===== config.mk =====
export PLATFORM = sky130hd
export DESIGN_NAME = rv_core_top
export DESIGN_NICKNAME = d
export VERILOG_FILES = /design/src/design/rv_core_pkg.sv /design/src/design/rv_core_top.sv /design/src/design/rv_decode.sv /design/src/design/rv_execute.sv /design/src/design/rv_fetch.sv /design/src/design/rv_reg_file.sv
export VERILOG_INCLUDE_DIRS = /design/src /design/src/design
export SDC_FILE = /design/constraint.sdc
export NUM_CORES = 2
export LEC_CHECK = 0
export BUFFER_PORTS_ARGS = -buffer_cell sky130_fd_sc_hd__buf_2
export CAP_MARGIN = 10
export CORE_MARGIN = 2
export CORE_UTILIZATION = 30
export CTS_CLUSTER_DIAMETER = 80
export DETAILED_ROUTE_END_ITERATION = 7
export PLACE_DENSITY = 0.56
export SLEW_MARGIN = 20
export SYNTH_ARGS = -nofsm -noshare
export SYNTH_HDL_FRONTEND = slang
export SYNTH_HIERARCHICAL = 1
export SYNTH_SLANG_ARGS = --single-unit

===== constraint.sdc =====
create_clock -name i_clk -period 4.5 [get_ports i_clk]
set_input_delay 0.225 -clock i_clk [delete_from_list [all_inputs] [get_ports i_clk]]
set_output_delay 0.225 -clock i_clk [all_outputs]
set_load 0.05 [all_outputs]

===== src/design/rv_core_defines.svh =====
/* rv core constants
   data and index widths, memory depth, opcodes and the ecall report register */
`ifndef RV_CORE_DEFINES_SVH
`define RV_CORE_DEFINES_SVH

// widths and depths
`define RV_XLEN        32
`define RV_REG_AW      5
`define RV_IMEM_DEPTH  64
`define RV_IMEM_AW     6

// major opcodes, inst[6:0]
`define RV_OPC_OP      7'b0110011
`define RV_OPC_OP_IMM  7'b0010011
`define RV_OPC_LUI     7'b0110111
`define RV_OPC_SYSTEM  7'b1110011

// register shown on the ecall outputs
`define RV_ECALL_REG   5'd10

`endif


===== src/design/rv_core_pkg.sv =====
/* rv core types
   vector typedefs for the meaningful widths and enums for the alu and run control */
`include "rv_core_defines.svh"

package rv_core_pkg;

    typedef logic [`RV_XLEN-1:0]    word_t;
    typedef logic [31:0]            inst_t;
    typedef logic [`RV_REG_AW-1:0]  reg_idx_t;
    // also the width of the program counter
    typedef logic [`RV_IMEM_AW-1:0] imem_addr_t;

    typedef enum logic [2:0] {
        ALU_ADD,
        ALU_SUB,
        ALU_AND,
        ALU_OR,
        ALU_XOR,
        ALU_SLT,
        ALU_SLL,
        ALU_SRL
    } alu_op_e;

    typedef enum logic [1:0] {
        ST_IDLE,
        ST_EXEC,
        ST_DONE
    } run_state_e;

endpackage


===== src/design/rv_core_top.sv =====
/* rv core top
   in-order rv32i subset pipeline: fetch, decode, register file and execute */
module rv_core_top (
    input  logic                     i_clk,
    input  logic                     i_rst_n,
    input  logic                     i_start,
    input  logic                     i_imem_we,
    input  rv_core_pkg::imem_addr_t  i_imem_addr,
    input  rv_core_pkg::inst_t       i_imem_data,
    output logic                     o_running,
    output logic                     o_done,
    output logic                     o_ecall_valid,
    output rv_core_pkg::word_t       o_ecall_data
);

    // fetch to decode
    rv_core_pkg::inst_t      inst;
    logic                    inst_valid;
    logic                    is_ecall;

    // decode to register file
    rv_core_pkg::reg_idx_t   rd_rs1, rd_rs2;

    // register-read stage
    rv_core_pkg::reg_idx_t   ex_rd, ex_rs1, ex_rs2;
    rv_core_pkg::word_t      ex_imm;
    logic                    ex_use_imm;
    rv_core_pkg::alu_op_e    ex_alu_op;
    logic                    ex_reg_write;
    logic                    ex_ecall;
    rv_core_pkg::word_t      rs1_data, rs2_data;

    // write back
    logic                    wb_en;
    rv_core_pkg::reg_idx_t   wb_rd;
    rv_core_pkg::word_t      wb_data;

    rv_fetch rv_fetch_inst (
        .i_clk(i_clk), .i_rst_n(i_rst_n), .i_start(i_start),
        .i_imem_we(i_imem_we), .i_imem_addr(i_imem_addr), .i_imem_data(i_imem_data),
        .i_is_ecall(is_ecall),
        .o_inst(inst), .o_inst_valid(inst_valid),
        .o_running(o_running), .o_done(o_done)
    );

    rv_decode rv_decode_inst (
        .i_clk(i_clk), .i_rst_n(i_rst_n), .i_inst(inst), .i_inst_valid(inst_valid),
        .o_is_ecall(is_ecall), .o_rd_rs1(rd_rs1), .o_rd_rs2(rd_rs2),
        .o_ex_rd(ex_rd), .o_ex_rs1(ex_rs1), .o_ex_rs2(ex_rs2), .o_ex_imm(ex_imm),
        .o_ex_use_imm(ex_use_imm), .o_ex_alu_op(ex_alu_op),
        .o_ex_reg_write(ex_reg_write), .o_ex_ecall(ex_ecall)
    );

    rv_reg_file rv_reg_file_inst (
        .i_clk(i_clk), .i_rst_n(i_rst_n), .i_rs1_addr(rd_rs1), .i_rs2_addr(rd_rs2),
        .i_wr_en(wb_en), .i_wr_addr(wb_rd), .i_wr_data(wb_data),
        .o_rs1_data(rs1_data), .o_rs2_data(rs2_data)
    );

    rv_execute rv_execute_inst (
        .i_clk(i_clk), .i_rst_n(i_rst_n),
        .i_rd(ex_rd), .i_rs1(ex_rs1), .i_rs2(ex_rs2), .i_imm(ex_imm),
        .i_use_imm(ex_use_imm), .i_alu_op(ex_alu_op), .i_reg_write(ex_reg_write),
        .i_ecall(ex_ecall), .i_rs1_data(rs1_data), .i_rs2_data(rs2_data),
        .o_wb_en(wb_en), .o_wb_rd(wb_rd), .o_wb_data(wb_data),
        .o_ecall_valid(o_ecall_valid), .o_ecall_data(o_ecall_data)
    );

endmodule


===== src/design/rv_decode.sv =====
/* rv decode
   instruction decoder feeding the decode and register-read pipeline registers */
`include "rv_core_defines.svh"

module rv_decode (
    input  logic                   i_clk,
    input  logic                   i_rst_n,
    input  rv_core_pkg::inst_t     i_inst,
    input  logic                   i_inst_valid,
    output logic                   o_is_ecall,
    output rv_core_pkg::reg_idx_t  o_rd_rs1,
    output rv_core_pkg::reg_idx_t  o_rd_rs2,
    output rv_core_pkg::reg_idx_t  o_ex_rd,
    output rv_core_pkg::reg_idx_t  o_ex_rs1,
    output rv_core_pkg::reg_idx_t  o_ex_rs2,
    output rv_core_pkg::word_t     o_ex_imm,
    output logic                   o_ex_use_imm,
    output rv_core_pkg::alu_op_e   o_ex_alu_op,
    output logic                   o_ex_reg_write,
    output logic                   o_ex_ecall
);

    logic [6:0]             opcode, funct7;
    logic [2:0]             funct3;
    rv_core_pkg::reg_idx_t  dec_rd, dec_rs1, dec_rs2;
    rv_core_pkg::word_t     dec_imm;
    rv_core_pkg::alu_op_e   dec_alu_op;
    logic                   dec_use_imm, dec_known, dec_ecall, dec_reg_write;

    // decode register
    rv_core_pkg::reg_idx_t  d_rd, d_rs1, d_rs2;
    rv_core_pkg::word_t     d_imm;
    rv_core_pkg::alu_op_e   d_alu_op;
    logic                   d_use_imm, d_reg_write, d_ecall;

    assign opcode = i_inst[6:0];
    assign funct3 = i_inst[14:12];
    assign funct7 = i_inst[31:25];

    // --------------------
    // field decode
    // --------------------
    always_comb begin
        dec_rd      = i_inst[11:7];
        dec_rs1     = i_inst[19:15];
        dec_rs2     = i_inst[24:20];
        dec_imm     = {{20{i_inst[31]}}, i_inst[31:20]};
        dec_alu_op  = rv_core_pkg::ALU_ADD;
        dec_use_imm = 1'b0;
        dec_known   = 1'b0;
        dec_ecall   = 1'b0;
        case (opcode)
            `RV_OPC_OP: begin
                // only SUB may set funct7[5]
                dec_known = (funct7 == 7'b0000000) ||
                            (funct3 == 3'b000 && funct7 == 7'b0100000);
                case (funct3)
                    3'b000:  dec_alu_op = funct7[5] ? rv_core_pkg::ALU_SUB : rv_core_pkg::ALU_ADD;
                    3'b001:  dec_alu_op = rv_core_pkg::ALU_SLL;
                    3'b010:  dec_alu_op = rv_core_pkg::ALU_SLT;
                    3'b100:  dec_alu_op = rv_core_pkg::ALU_XOR;
                    3'b101:  dec_alu_op = rv_core_pkg::ALU_SRL;
                    3'b110:  dec_alu_op = rv_core_pkg::ALU_OR;
                    3'b111:  dec_alu_op = rv_core_pkg::ALU_AND;
                    default: dec_known  = 1'b0;
                endcase
            end
            `RV_OPC_OP_IMM: begin
                dec_use_imm = 1'b1;
                dec_known   = 1'b1;
                case (funct3)
                    3'b000:  dec_alu_op = rv_core_pkg::ALU_ADD;
                    3'b010:  dec_alu_op = rv_core_pkg::ALU_SLT;
                    3'b100:  dec_alu_op = rv_core_pkg::ALU_XOR;
                    3'b110:  dec_alu_op = rv_core_pkg::ALU_OR;
                    3'b111:  dec_alu_op = rv_core_pkg::ALU_AND;
                    3'b001: begin
                        dec_alu_op = rv_core_pkg::ALU_SLL;
                        dec_known  = (funct7 == 7'b0000000);
                    end
                    3'b101: begin
                        // SRAI is not kept
                        dec_alu_op = rv_core_pkg::ALU_SRL;
                        dec_known  = (funct7 == 7'b0000000);
                    end
                    default: dec_known = 1'b0;
                endcase
            end
            `RV_OPC_LUI: begin
                // x0 + upper immediate
                dec_rs1     = '0;
                dec_imm     = {i_inst[31:12], 12'b0};
                dec_use_imm = 1'b1;
                dec_known   = 1'b1;
            end
            `RV_OPC_SYSTEM: begin
                if (i_inst[31:7] == '0) begin
                    dec_ecall = 1'b1;
                    dec_rs1   = `RV_ECALL_REG;
                end
            end
            default: dec_known = 1'b0;
        endcase
    end

    assign dec_reg_write = dec_known && (dec_rd != '0);
    assign o_is_ecall    = dec_ecall;

    // --------------------
    // pipeline registers
    // --------------------
    always_ff @(posedge i_clk or negedge i_rst_n) begin
        if (!i_rst_n) begin
            {d_rd, d_rs1, d_rs2, d_imm} <= '0;
            {o_ex_rd, o_ex_rs1, o_ex_rs2, o_ex_imm} <= '0;
            d_alu_op       <= rv_core_pkg::ALU_ADD;
            o_ex_alu_op    <= rv_core_pkg::ALU_ADD;
            {d_use_imm, d_reg_write, d_ecall} <= '0;
            {o_ex_use_imm, o_ex_reg_write, o_ex_ecall} <= '0;
        end else begin
            // bubble when fetch has nothing valid
            d_rd           <= dec_rd;
            d_rs1          <= dec_rs1;
            d_rs2          <= dec_rs2;
            d_imm          <= dec_imm;
            d_alu_op       <= dec_alu_op;
            d_use_imm      <= dec_use_imm;
            d_reg_write    <= i_inst_valid && dec_reg_write;
            d_ecall        <= i_inst_valid && dec_ecall;
            o_ex_rd        <= d_rd;
            o_ex_rs1       <= d_rs1;
            o_ex_rs2       <= d_rs2;
            o_ex_imm       <= d_imm;
            o_ex_alu_op    <= d_alu_op;
            o_ex_use_imm   <= d_use_imm;
            o_ex_reg_write <= d_reg_write;
            o_ex_ecall     <= d_ecall;
        end
    end

    assign o_rd_rs1 = d_rs1;
    assign o_rd_rs2 = d_rs2;

endmodule


===== src/design/rv_execute.sv =====
/* rv execute
   operand forwarding, alu, ecall report and the alu-result and write-back registers */
module rv_execute (
    input  logic                   i_clk,
    input  logic                   i_rst_n,
    input  rv_core_pkg::reg_idx_t  i_rd,
    input  rv_core_pkg::reg_idx_t  i_rs1,
    input  rv_core_pkg::reg_idx_t  i_rs2,
    input  rv_core_pkg::word_t     i_imm,
    input  logic                   i_use_imm,
    input  rv_core_pkg::alu_op_e   i_alu_op,
    input  logic                   i_reg_write,
    input  logic                   i_ecall,
    input  rv_core_pkg::word_t     i_rs1_data,
    input  rv_core_pkg::word_t     i_rs2_data,
    output logic                   o_wb_en,
    output rv_core_pkg::reg_idx_t  o_wb_rd,
    output rv_core_pkg::word_t     o_wb_data,
    output logic                   o_ecall_valid,
    output rv_core_pkg::word_t     o_ecall_data
);

    rv_core_pkg::word_t     op_a, op_b, alu_out;
    // alu-result register
    logic                   alu_we_q;
    rv_core_pkg::reg_idx_t  alu_rd_q;
    rv_core_pkg::word_t     alu_result_q;

    // newest producer wins: alu-result, then write-back, then register file
    function automatic rv_core_pkg::word_t fwd_operand(
        input rv_core_pkg::reg_idx_t src,
        input rv_core_pkg::word_t    rf_data
    );
        if (alu_we_q && alu_rd_q == src) return alu_result_q;
        if (o_wb_en && o_wb_rd == src) return o_wb_data;
        return rf_data;
    endfunction

    // --------------------
    // operands and alu
    // --------------------
    always_comb begin
        op_a = fwd_operand(i_rs1, i_rs1_data);
        op_b = i_use_imm ? i_imm : fwd_operand(i_rs2, i_rs2_data);
    end

    always_comb begin
        case (i_alu_op)
            rv_core_pkg::ALU_ADD: alu_out = op_a + op_b;
            rv_core_pkg::ALU_SUB: alu_out = op_a - op_b;
            rv_core_pkg::ALU_AND: alu_out = op_a & op_b;
            rv_core_pkg::ALU_OR:  alu_out = op_a | op_b;
            rv_core_pkg::ALU_XOR: alu_out = op_a ^ op_b;
            rv_core_pkg::ALU_SLT: alu_out = {31'b0, $signed(op_a) < $signed(op_b)};
            rv_core_pkg::ALU_SLL: alu_out = op_a << op_b[4:0];
            rv_core_pkg::ALU_SRL: alu_out = op_a >> op_b[4:0];
            default:              alu_out = '0;
        endcase
    end

    // --------------------
    // result registers
    // --------------------
    always_ff @(posedge i_clk or negedge i_rst_n) begin
        if (!i_rst_n) begin
            alu_we_q      <= 1'b0;
            alu_rd_q      <= '0;
            o_wb_en       <= 1'b0;
            o_wb_rd       <= '0;
            o_ecall_valid <= 1'b0;
            o_ecall_data  <= '0;
        end else begin
            alu_we_q      <= i_reg_write;
            alu_rd_q      <= i_rd;
            o_wb_en       <= alu_we_q;
            o_wb_rd       <= alu_rd_q;
            // x10 arrives on operand a
            o_ecall_valid <= i_ecall;
            o_ecall_data  <= i_ecall ? op_a : '0;
        end
    end

    always_ff @(posedge i_clk) begin
        alu_result_q <= alu_out;
        o_wb_data    <= alu_result_q;
    end

endmodule


===== src/design/rv_fetch.sv =====
/* rv fetch
   run-control fsm, program counter and instruction memory with a load port */
`include "rv_core_defines.svh"

module rv_fetch (
    input  logic                     i_clk,
    input  logic                     i_rst_n,
    input  logic                     i_start,
    input  logic                     i_imem_we,
    input  rv_core_pkg::imem_addr_t  i_imem_addr,
    input  rv_core_pkg::inst_t       i_imem_data,
    input  logic                     i_is_ecall,
    output rv_core_pkg::inst_t       o_inst,
    output logic                     o_inst_valid,
    output logic                     o_running,
    output logic                     o_done
);

    rv_core_pkg::run_state_e  state, next_state;
    rv_core_pkg::imem_addr_t  pc;
    rv_core_pkg::inst_t       imem [`RV_IMEM_DEPTH];

    // --------------------
    // run control
    // --------------------
    always_comb begin
        next_state = state;
        case (state)
            rv_core_pkg::ST_IDLE: begin
                if (i_start) next_state = rv_core_pkg::ST_EXEC;
            end
            rv_core_pkg::ST_EXEC: begin
                if (i_is_ecall) next_state = rv_core_pkg::ST_DONE;
            end
            // stays done until reset
            rv_core_pkg::ST_DONE: next_state = rv_core_pkg::ST_DONE;
            default: next_state = rv_core_pkg::ST_IDLE;
        endcase
    end

    always_ff @(posedge i_clk or negedge i_rst_n) begin
        if (!i_rst_n) begin
            state <= rv_core_pkg::ST_IDLE;
        end else begin
            state <= next_state;
        end
    end

    // --------------------
    // program counter
    // --------------------
    // frozen on an ecall so the pipeline drains behind it
    always_ff @(posedge i_clk or negedge i_rst_n) begin
        if (!i_rst_n) begin
            pc <= '0;
        end else if (state == rv_core_pkg::ST_EXEC && !i_is_ecall) begin
            pc <= pc + 1'b1;
        end
    end

    // --------------------
    // instruction memory
    // --------------------
    // load port only takes effect while idle
    always_ff @(posedge i_clk) begin
        if (i_imem_we && state == rv_core_pkg::ST_IDLE) begin
            imem[i_imem_addr] <= i_imem_data;
        end
    end

    assign o_inst       = imem[pc];
    assign o_running    = (state == rv_core_pkg::ST_EXEC);
    assign o_done       = (state == rv_core_pkg::ST_DONE);
    assign o_inst_valid = o_running;

endmodule


===== src/design/rv_reg_file.sv =====
/* rv register file
   32 words with registered reads, write-through and x0 tied to zero */
`include "rv_core_defines.svh"

module rv_reg_file (
    input  logic                   i_clk,
    input  logic                   i_rst_n,
    input  rv_core_pkg::reg_idx_t  i_rs1_addr,
    input  rv_core_pkg::reg_idx_t  i_rs2_addr,
    input  logic                   i_wr_en,
    input  rv_core_pkg::reg_idx_t  i_wr_addr,
    input  rv_core_pkg::word_t     i_wr_data,
    output rv_core_pkg::word_t     o_rs1_data,
    output rv_core_pkg::word_t     o_rs2_data
);

    rv_core_pkg::word_t  regs [2**`RV_REG_AW];
    logic                wr_ok;

    assign wr_ok = i_wr_en && (i_wr_addr != '0);

    always_ff @(posedge i_clk or negedge i_rst_n) begin
        if (!i_rst_n) begin
            for (int i = 0; i < 2**`RV_REG_AW; i++) begin
                regs[i] <= '0;
            end
            o_rs1_data <= '0;
            o_rs2_data <= '0;
        end else begin
            if (wr_ok) regs[i_wr_addr] <= i_wr_data;
            // same-cycle write shows up in the read
            o_rs1_data <= (wr_ok && i_wr_addr == i_rs1_addr) ? i_wr_data : regs[i_rs1_addr];
            o_rs2_data <= (wr_ok && i_wr_addr == i_rs2_addr) ? i_wr_data : regs[i_rs2_addr];
        end
    end

endmodule


Word-level counts from Yosys, hierarchy flattened
Memory sizes are Yosys's and may differ from the RTL's.
Cells that the tools add are included.

word-level totals
  flip-flop bits (word level) = 1311
  bits in writable memories = 2048
  word-level logic and storage cells = 179
  memories kept = 1

cells by class
  $add $sub $neg = 3
  magnitude comparators = 5
  equal/unequal tests = 28
  shift operators = 2
  muxes and demuxes = 46
  bitwise logic cells = 6
  reduce and logical (&&, ||, !) cells = 28

memories
  memory              words  bits a word  read ports  clocked after Yosys merged registers in  write ports  line            RTL
  rv_fetch_inst.imem  64     32           1           0                                        1            rv_fetch.sv:21  rv_core_pkg::inst_t imem [`RV_IMEM_DEPTH];

operators with widths
  cell                  count
  $bwmux W1024          1
  $mux W32              17
  $bmux W32 S5          2
  $pmux W32 S8          1
  $demux W32 S5         1
  $add A32 B32 Y32      1
  $and A32 B32 Y32      1
  $lt A32 B32 Y1        1
  $or A32 B32 Y32       1
  $shl A32 B5 Y32       1
  $shr A32 B5 Y32       1
  $sub A32 B32 Y32      1
  $xor A32 B32 Y32      1
  $mux W31              1
  $eq A5 B5 Y1          6
  $logic_not A25 Y1     1
  $eq A3 B3 Y1 const B  8
  $eq A7 B6 Y1 const B  3
  $pmux W3 S7           1
  $ge A6 B6 Y1 const B  3
  $not A5 Y6            3
  $pmux W3 S6           1
  $logic_and A1 B1 Y1   14
  $mux W1               13
  26 further kinds      34

Logic depth before layout (Yosys ltp)
  word-level depth = 9
  depth in mapped cells = 22

Hierarchy
The synthesis kept the hierarchy.

modules (own cells, without submodules)
  module       times used  cells each  area an instance (um2)  sequential area each (um2)
  rv_fetch     1           3544        78723.0                 61699.2
  rv_reg_file  1           3547        55503.2                 27226.1
  rv_execute   1           1785        12924.9                 2407.3
  rv_decode    1           190         3186.8                  2652.5

Worst setup path after synthesis
OpenSTA, ideal clock, no wires.

  path kind = reg-to-reg
  start = reg rv_execute_inst.alu_rd_q[4]
  end = reg rv_execute_inst.alu_result_q[31]
  arrival time = 4.774 ns
  required time = 4.373 ns
  path slack = -0.401 ns
  cell stages (with the launch flop) = 23
  buffers on the path = 5
  period minus slack after synthesis = 4.901 ns
  cells stage by stage = dfrtp_1 -> xnor2_1 -> nand4_2 -> or2_4 -> clkbuf_1 -> o31ai_1 -> a21o_1 -> buf_2 -> buf_1 -> buf_1 -> ha_1 -> buf_2 -> nand2b_1 -> a21oi_1 -> o31ai_1 -> nand2_1 -> a221oi_1 -> o41ai_1 -> a211oi_1 -> o21ai_0 -> a221oi_1 -> xor2_1 -> o21ai_1

on the way
  word-level cells in the longest chain between the ends = 7
  elaborated cells on any way between the ends = 17

RTL lines
  item                                            line              RTL
  start, declared                                 rv_execute.sv:26  rv_core_pkg::reg_idx_t alu_rd_q;
  start signal, assigned                          rv_execute.sv:74  alu_rd_q <= i_rd;
  $eq A5 B5 Y1                                    rv_execute.sv:34  if (alu_we_q && alu_rd_q == src) return alu_result_q;
  $logic_and A1 B1 Y1                             rv_execute.sv:34
  $mux W1                                         rv_execute.sv:34
  $mux W32                                        rv_execute.sv:35  if (o_wb_en && o_wb_rd == src) return o_wb_data;
  $mux W32                                        rv_execute.sv:44  op_b = i_use_imm ? i_imm : fwd_operand(i_rs2, i_rs2_data);
  $sub A32 B32 Y32, or another cell as far along  rv_execute.sv:50  rv_core_pkg::ALU_SUB: alu_out = op_a - op_b;
  $pmux W32 S8 *                                  rv_execute.sv:48  case (i_alu_op)
  via rv_execute_inst.alu_out[31]                 rv_execute.sv:23  rv_core_pkg::word_t op_a, op_b, alu_out;
  end signal, assigned                            rv_execute.sv:84  alu_result_q <= alu_out;
  end, declared                                   rv_execute.sv:27  rv_core_pkg::word_t alu_result_q;

Mark *: on every way through the listed nets, which the timed path passes. The rest lies on a longest branch.
A chain may end at the register's enable or synchronous reset.

Worst setup path after layout
  start = reg rv_execute_inst.o_wb_rd[3]
  end = reg rv_execute_inst.alu_result_q[31]

on the way
  word-level cells in the longest chain between the ends = 9
  elaborated cells on any way between the ends = 23

RTL lines
  item                                            line              RTL
  start, declared                                 rv_execute.sv:17  output rv_core_pkg::reg_idx_t o_wb_rd,
  start signal, assigned                          rv_execute.sv:76  o_wb_rd <= alu_rd_q;
  $eq A5 B5 Y1                                    rv_execute.sv:35
  $logic_and A1 B1 Y1                             rv_execute.sv:35
  $mux W1 (2 in series)                           rv_execute.sv:35
  $mux W32                                        rv_execute.sv:36  return rf_data;
  $mux W32                                        rv_execute.sv:35
  $mux W32                                        rv_execute.sv:44
  $sub A32 B32 Y32, or another cell as far along  rv_execute.sv:50
  $pmux W32 S8 *                                  rv_execute.sv:48
  via rv_execute_inst.alu_out[31]                 rv_execute.sv:23

Mark *: on every way through the listed nets, which the timed path passes. The rest lies on a longest branch. The select of a mux whose other input is x is not followed.

==> summary.md <==
| Metric | Value |
|---|---|
| Status | `complete, no violations` |
| Distinct cells, synth | `100` |
| Setup CP Type | `reg2reg` |
| Critical path data required time | `5.34 ns` |
| HPWL Detailed | `317000 um` |
| Final period util | `0.994` |
| Relative slew slack | `0.218` |
| H-tree levels | `5` |
| DR iter-0 viols | `10600` |
| Final wirelength | `511000 um` |
| Post-synth top flop | `edfxtp_1` |
| CTS sink cnt | `3359` |
| Mean Syn Cell Area | `16.6 sq um` |
| First-pass GRT wire length | `719000 um` |
| Total power | `116 mW` |
| Synthesized area | `150000 sq um` |
| Register area share after synthesis | `0.625` |
| Worst path cell trace | `buf_6, xnor2_4, nand4_1, buf_6, buf_12, o21ai_1, buf_4, a31oi_1, ha_4, nor2b_4, or4_4, a21oi_4, o21ai_4, a21oi_4, a41oi_4, o31ai_4, a311oi_2, a221oi_2, xor2_1, o21ai_1` |
| Critical path's slowest cell | `dfrtp_1` |
| Layout cells sized above 1 | `0.382` |
| Final-report setup violation count | `0` |
| Final Max Tran Viols | `0` |
| Crit path max fanout | `18` |
| DR WL/cell | `30.7 um` |
| DRT Pass-1 Iters | `6` |
| CTS Buf Count | `360` |
| Largest net degree at the start of global routing | `149` |
| # fillers | `46800` |
| Initial core utilization | `0.302` |
| Fin nets | `9846` |
| Die Ht | `712 um` |
| Post-layout minimum cycle time | `4.47 ns` |
| Skew-Pair Late Insertion Delay | `1.01 ns` |
| Number of max-cap violations | `0` |
| Pre-CTS WS | `-0.451 ns` |
| Max incr delay on CP | `0.43 ns` |
| Final std cells w/o fill | `16700` |
| CTS tree | `done` |
| Vias in the first global route | `93900` |
| Vias | `92300` |
| Die area | `507000 sq um` |
| RSZ-0062 raised after global routing | `true` |
| Final WS setup | `0.0273 ns` |
| Clock root cell | `clkbuf_16` |
| Post-DRT Antenna Nets | `0` |
| Hold WC Path Type | `in2reg` |
| Cell count after synthesis | `9066` |
| Port Buf Inserts | `76` |
| Measured slew at the worst slew-check pin | `1.17 ns` |
| # IOs | `77` |
| Clock transition at the registers of the reported paths | `0.06 ns` |
| Global-route usage over all layers | `0.195` |
| Yosys warns | `6` |
| Area growth syn-to-layout | `18.2%` |
| Die width | `712 um` |
| Post-synth EDFFs | `2048` |
| DRC viols | `0` |
| Post-Synthesis Net Count | `9212` |
| Lkg Pwr | `67.5 nW` |
| R2r setup slk | `0.03 ns` |
| CP endpoint kind | `flip-flop` |
| Fin. Hold Viols | `0` |
| VDD IR max | `511 uV` |
| Row cnt | `259` |
| Power Dens Cells | `651 nW/um^2` |
| Deepest clock path buffer count | `4` |
| Final Util | `0.357` |
| Clk_skew | `0.0835 ns` |
| Initial antenna violation count | `28` |
| Crit path launch type | `flip-flop` |
| Min Hold Slack | `0.126 ns` |
| Worst Path Arrival | `5.31 ns` |
| Vias/cell | `5.54` |
| Post-synth ARST share | `0.371` |
| GRT Residual Overflow | `0` |
| Fmax | `224 MHz` |
| Synthesized flop and latch total | `3359` |
| Cell count after placement | `15900` |
| Core area | `498000 sq um` |
| GP Congestion | `0.885` |
[cells in the final DEF, fill, tap and decap left out, types with 119 or more instances in the layout]
cell	Yosys	layout
edfxtp_1	2048	2048
clkbuf_16	0	366
dfrtp_1	1247	1232
mux2i_1	314	304
nand3_1	142	137
nor2_1	252	168
mux2_2	1040	1040
mux4_2	893	893
nand2_1	237	218
o22ai_1	290	288
o21ai_0	141	124
buf_12	18	119
a21oi_1	195	173
buf_4	33	789
[state kept, by name, indices dropped and copies added, names as in the netlist, 6 cells and up]
register,cells
rv_fetch_inst/pc,6
rv_reg_file_inst/o_rs1_data,32
rv_decode_inst/d_imm,32
rv_reg_file_inst/regs,1024
rv_decode_inst/o_ex_imm,32
rv_reg_file_inst/o_rs2_data,32
rv_fetch_inst/imem,2048
rv_execute_inst/o_ecall_data,32
rv_execute_inst/o_wb_data,32
rv_execute_inst/alu_result_q,32
[layout make-up]
cell class                      instances  area, sq um  share of cell area
Antenna cell                            6         15.0           0.0000845
Clock buffer                          484         9980              0.0562
Clock inverter                        169         1870              0.0105
Inverter                              115          438             0.00246
Multi-Input combinational cell       4821        53700               0.302
Sequential cell                      3359        94000               0.529
Tap cell                             6655         8330              0.0469
Timing Repair Buffer                 1043         9360              0.0527
[worst paths after layout]
| path | start | to | cells past startpoint |
|---|---|---|---|
| worst max register to register | rv_execute_inst/o_wb_rd[3] | rv_execute_inst/alu_result_q[31] | 20 |
| max in group asynchronous | i_rst_n | rv_reg_file_inst/regs[615] | 4 |
| worst min-delay path | i_imem_we | rv_fetch_inst/imem[4][0] | 6 |
| worst min register to register | rv_decode_inst/o_ex_rd[4] | rv_execute_inst/alu_rd_q[4] | 0 |
| worst max-delay path | rv_execute_inst/o_wb_rd[3] | rv_execute_inst/alu_result_q[31] | 20 |
| min in group asynchronous | i_rst_n | rv_reg_file_inst/o_rs1_data[18] | 3 |
[critical path: cells and delay by family (launching register included)]
kind                     cells  cell delay [ns]
buffers and inverters        4             0.60
XOR/XNOR                     2             0.29
adder cells (fa/ha/maj)      1             0.30
AO/OA/AOI/OAI               10             2.04
flip-flops                   1             0.43
AND/OR/NAND/NOR              3             0.68
[power by group]
group          switching (mW)  internal, mW  leakage [nW]
Sequential               2.30          34.5          36.0
Clock                    12.8          17.1          5.81
Combinational            29.5          19.5          25.7
Total                    44.5          71.1          67.5
[metal layers]
metal  part of all wire  vias to the layer above  global-route usage
met1               0.41                    49700               0.265
met2               0.47                     4117               0.316
met5            0.00013                        -                   0
li1                   -                    37500                   -
met4              0.041                       10              0.0684
met3              0.076                      957              0.0333
[cells in the mapped netlist, types with 14 or more instances]
| cell | number | share of area |
|---|---|---|
| a211oi_1 | 69 | 0.0034 |
| a21o_1 | 67 | 0.0033 |
| a21oi_1 | 195 | 0.0065 |
| a221oi_1 | 59 | 0.0034 |
| a22o_1 | 36 | 0.0021 |
| a22oi_1 | 60 | 0.0030 |
| a31oi_1 | 47 | 0.0020 |
| a31oi_2 | 18 | 0.0015 |
| a32oi_1 | 14 | 0.00082 |
| and2_1 | 53 | 0.0022 |
| and3_1 | 19 | 0.00079 |
| buf_1 | 76 | 0.0019 |
| buf_12 | 18 | 0.0024 |
| buf_2 | 232 | 0.0077 |
| buf_4 | 33 | 0.0016 |
| buf_6 | 56 | 0.0042 |
| clkbuf_1 | 348 | 0.0087 |
| dfrtp_1 | 1247 | 0.21 |
| dfxtp_1 | 64 | 0.0085 |
| edfxtp_1 | 2048 | 0.41 |
| ha_1 | 102 | 0.0085 |
| inv_1 | 109 | 0.0027 |
| mux2_2 | 1040 | 0.078 |
| mux2i_1 | 314 | 0.021 |
| mux4_1 | 24 | 0.0042 |
| mux4_2 | 893 | 0.13 |
| nand2_1 | 237 | 0.0059 |
| nand2b_1 | 17 | 0.00071 |
| nand3_1 | 142 | 0.0047 |
| nand3b_1 | 17 | 0.00085 |
| nor2_1 | 252 | 0.0063 |
| nor2b_1 | 37 | 0.0015 |
| nor3_1 | 81 | 0.0027 |
| nor4_1 | 14 | 0.00058 |
| o211ai_1 | 57 | 0.0028 |
| o21ai_0 | 141 | 0.0047 |
| o21ai_1 | 108 | 0.0036 |
| o21bai_1 | 17 | 0.00085 |
| o221ai_1 | 61 | 0.0036 |
| o22ai_1 | 290 | 0.012 |
| or4_1 | 65 | 0.0032 |
| xnor2_1 | 44 | 0.0026 |
[kinds of logic (layout without fill, tap and decap cells)]
| group | count (synthesis) | in the layout | synth area share |
|---|---|---|---|
| DFF | 3359 | 3359 | 0.625 |
| other | 0 | 6 | 0 |
| xor gates and xnor gates | 57 | 57 | 0.00332 |
| adders and majority gates | 104 | 104 | 0.00876 |
| muxes | 2272 | 2272 | 0.237 |
| and+or+nand+nor | 1006 | 1006 | 0.0335 |
| buffers and inverters | 886 | 1811 | 0.0301 |
| AOI/OAI and AO/OA | 1382 | 1382 | 0.0623 |
[timing repair]
| item | 4_1_cts | 5_1_grt |
|---|---|---|
| gates cloned | 0 | 1 |
| setup buffers | 5 | 29 |
| hold buffers | 39 | 0 |
| resized for setup | 49 | 173 |
| pin swaps | 23 | 76 |
| setup endpoints to repair | 26 | 32 |
| hold endpoints to repair | 2357 | 0 |
[metrics by stage]
stage	area [sq um]	setup TNS (ns)
2_1_floorplan	150000	0
3_3_place_gp	164000	-4.22
3_5_place_dp	164000	-3.83
4_1_cts	177000	-0.163
5_1_grt	178000	-1.12
6_report	178000	0
(Power assumes the default switching activity.)
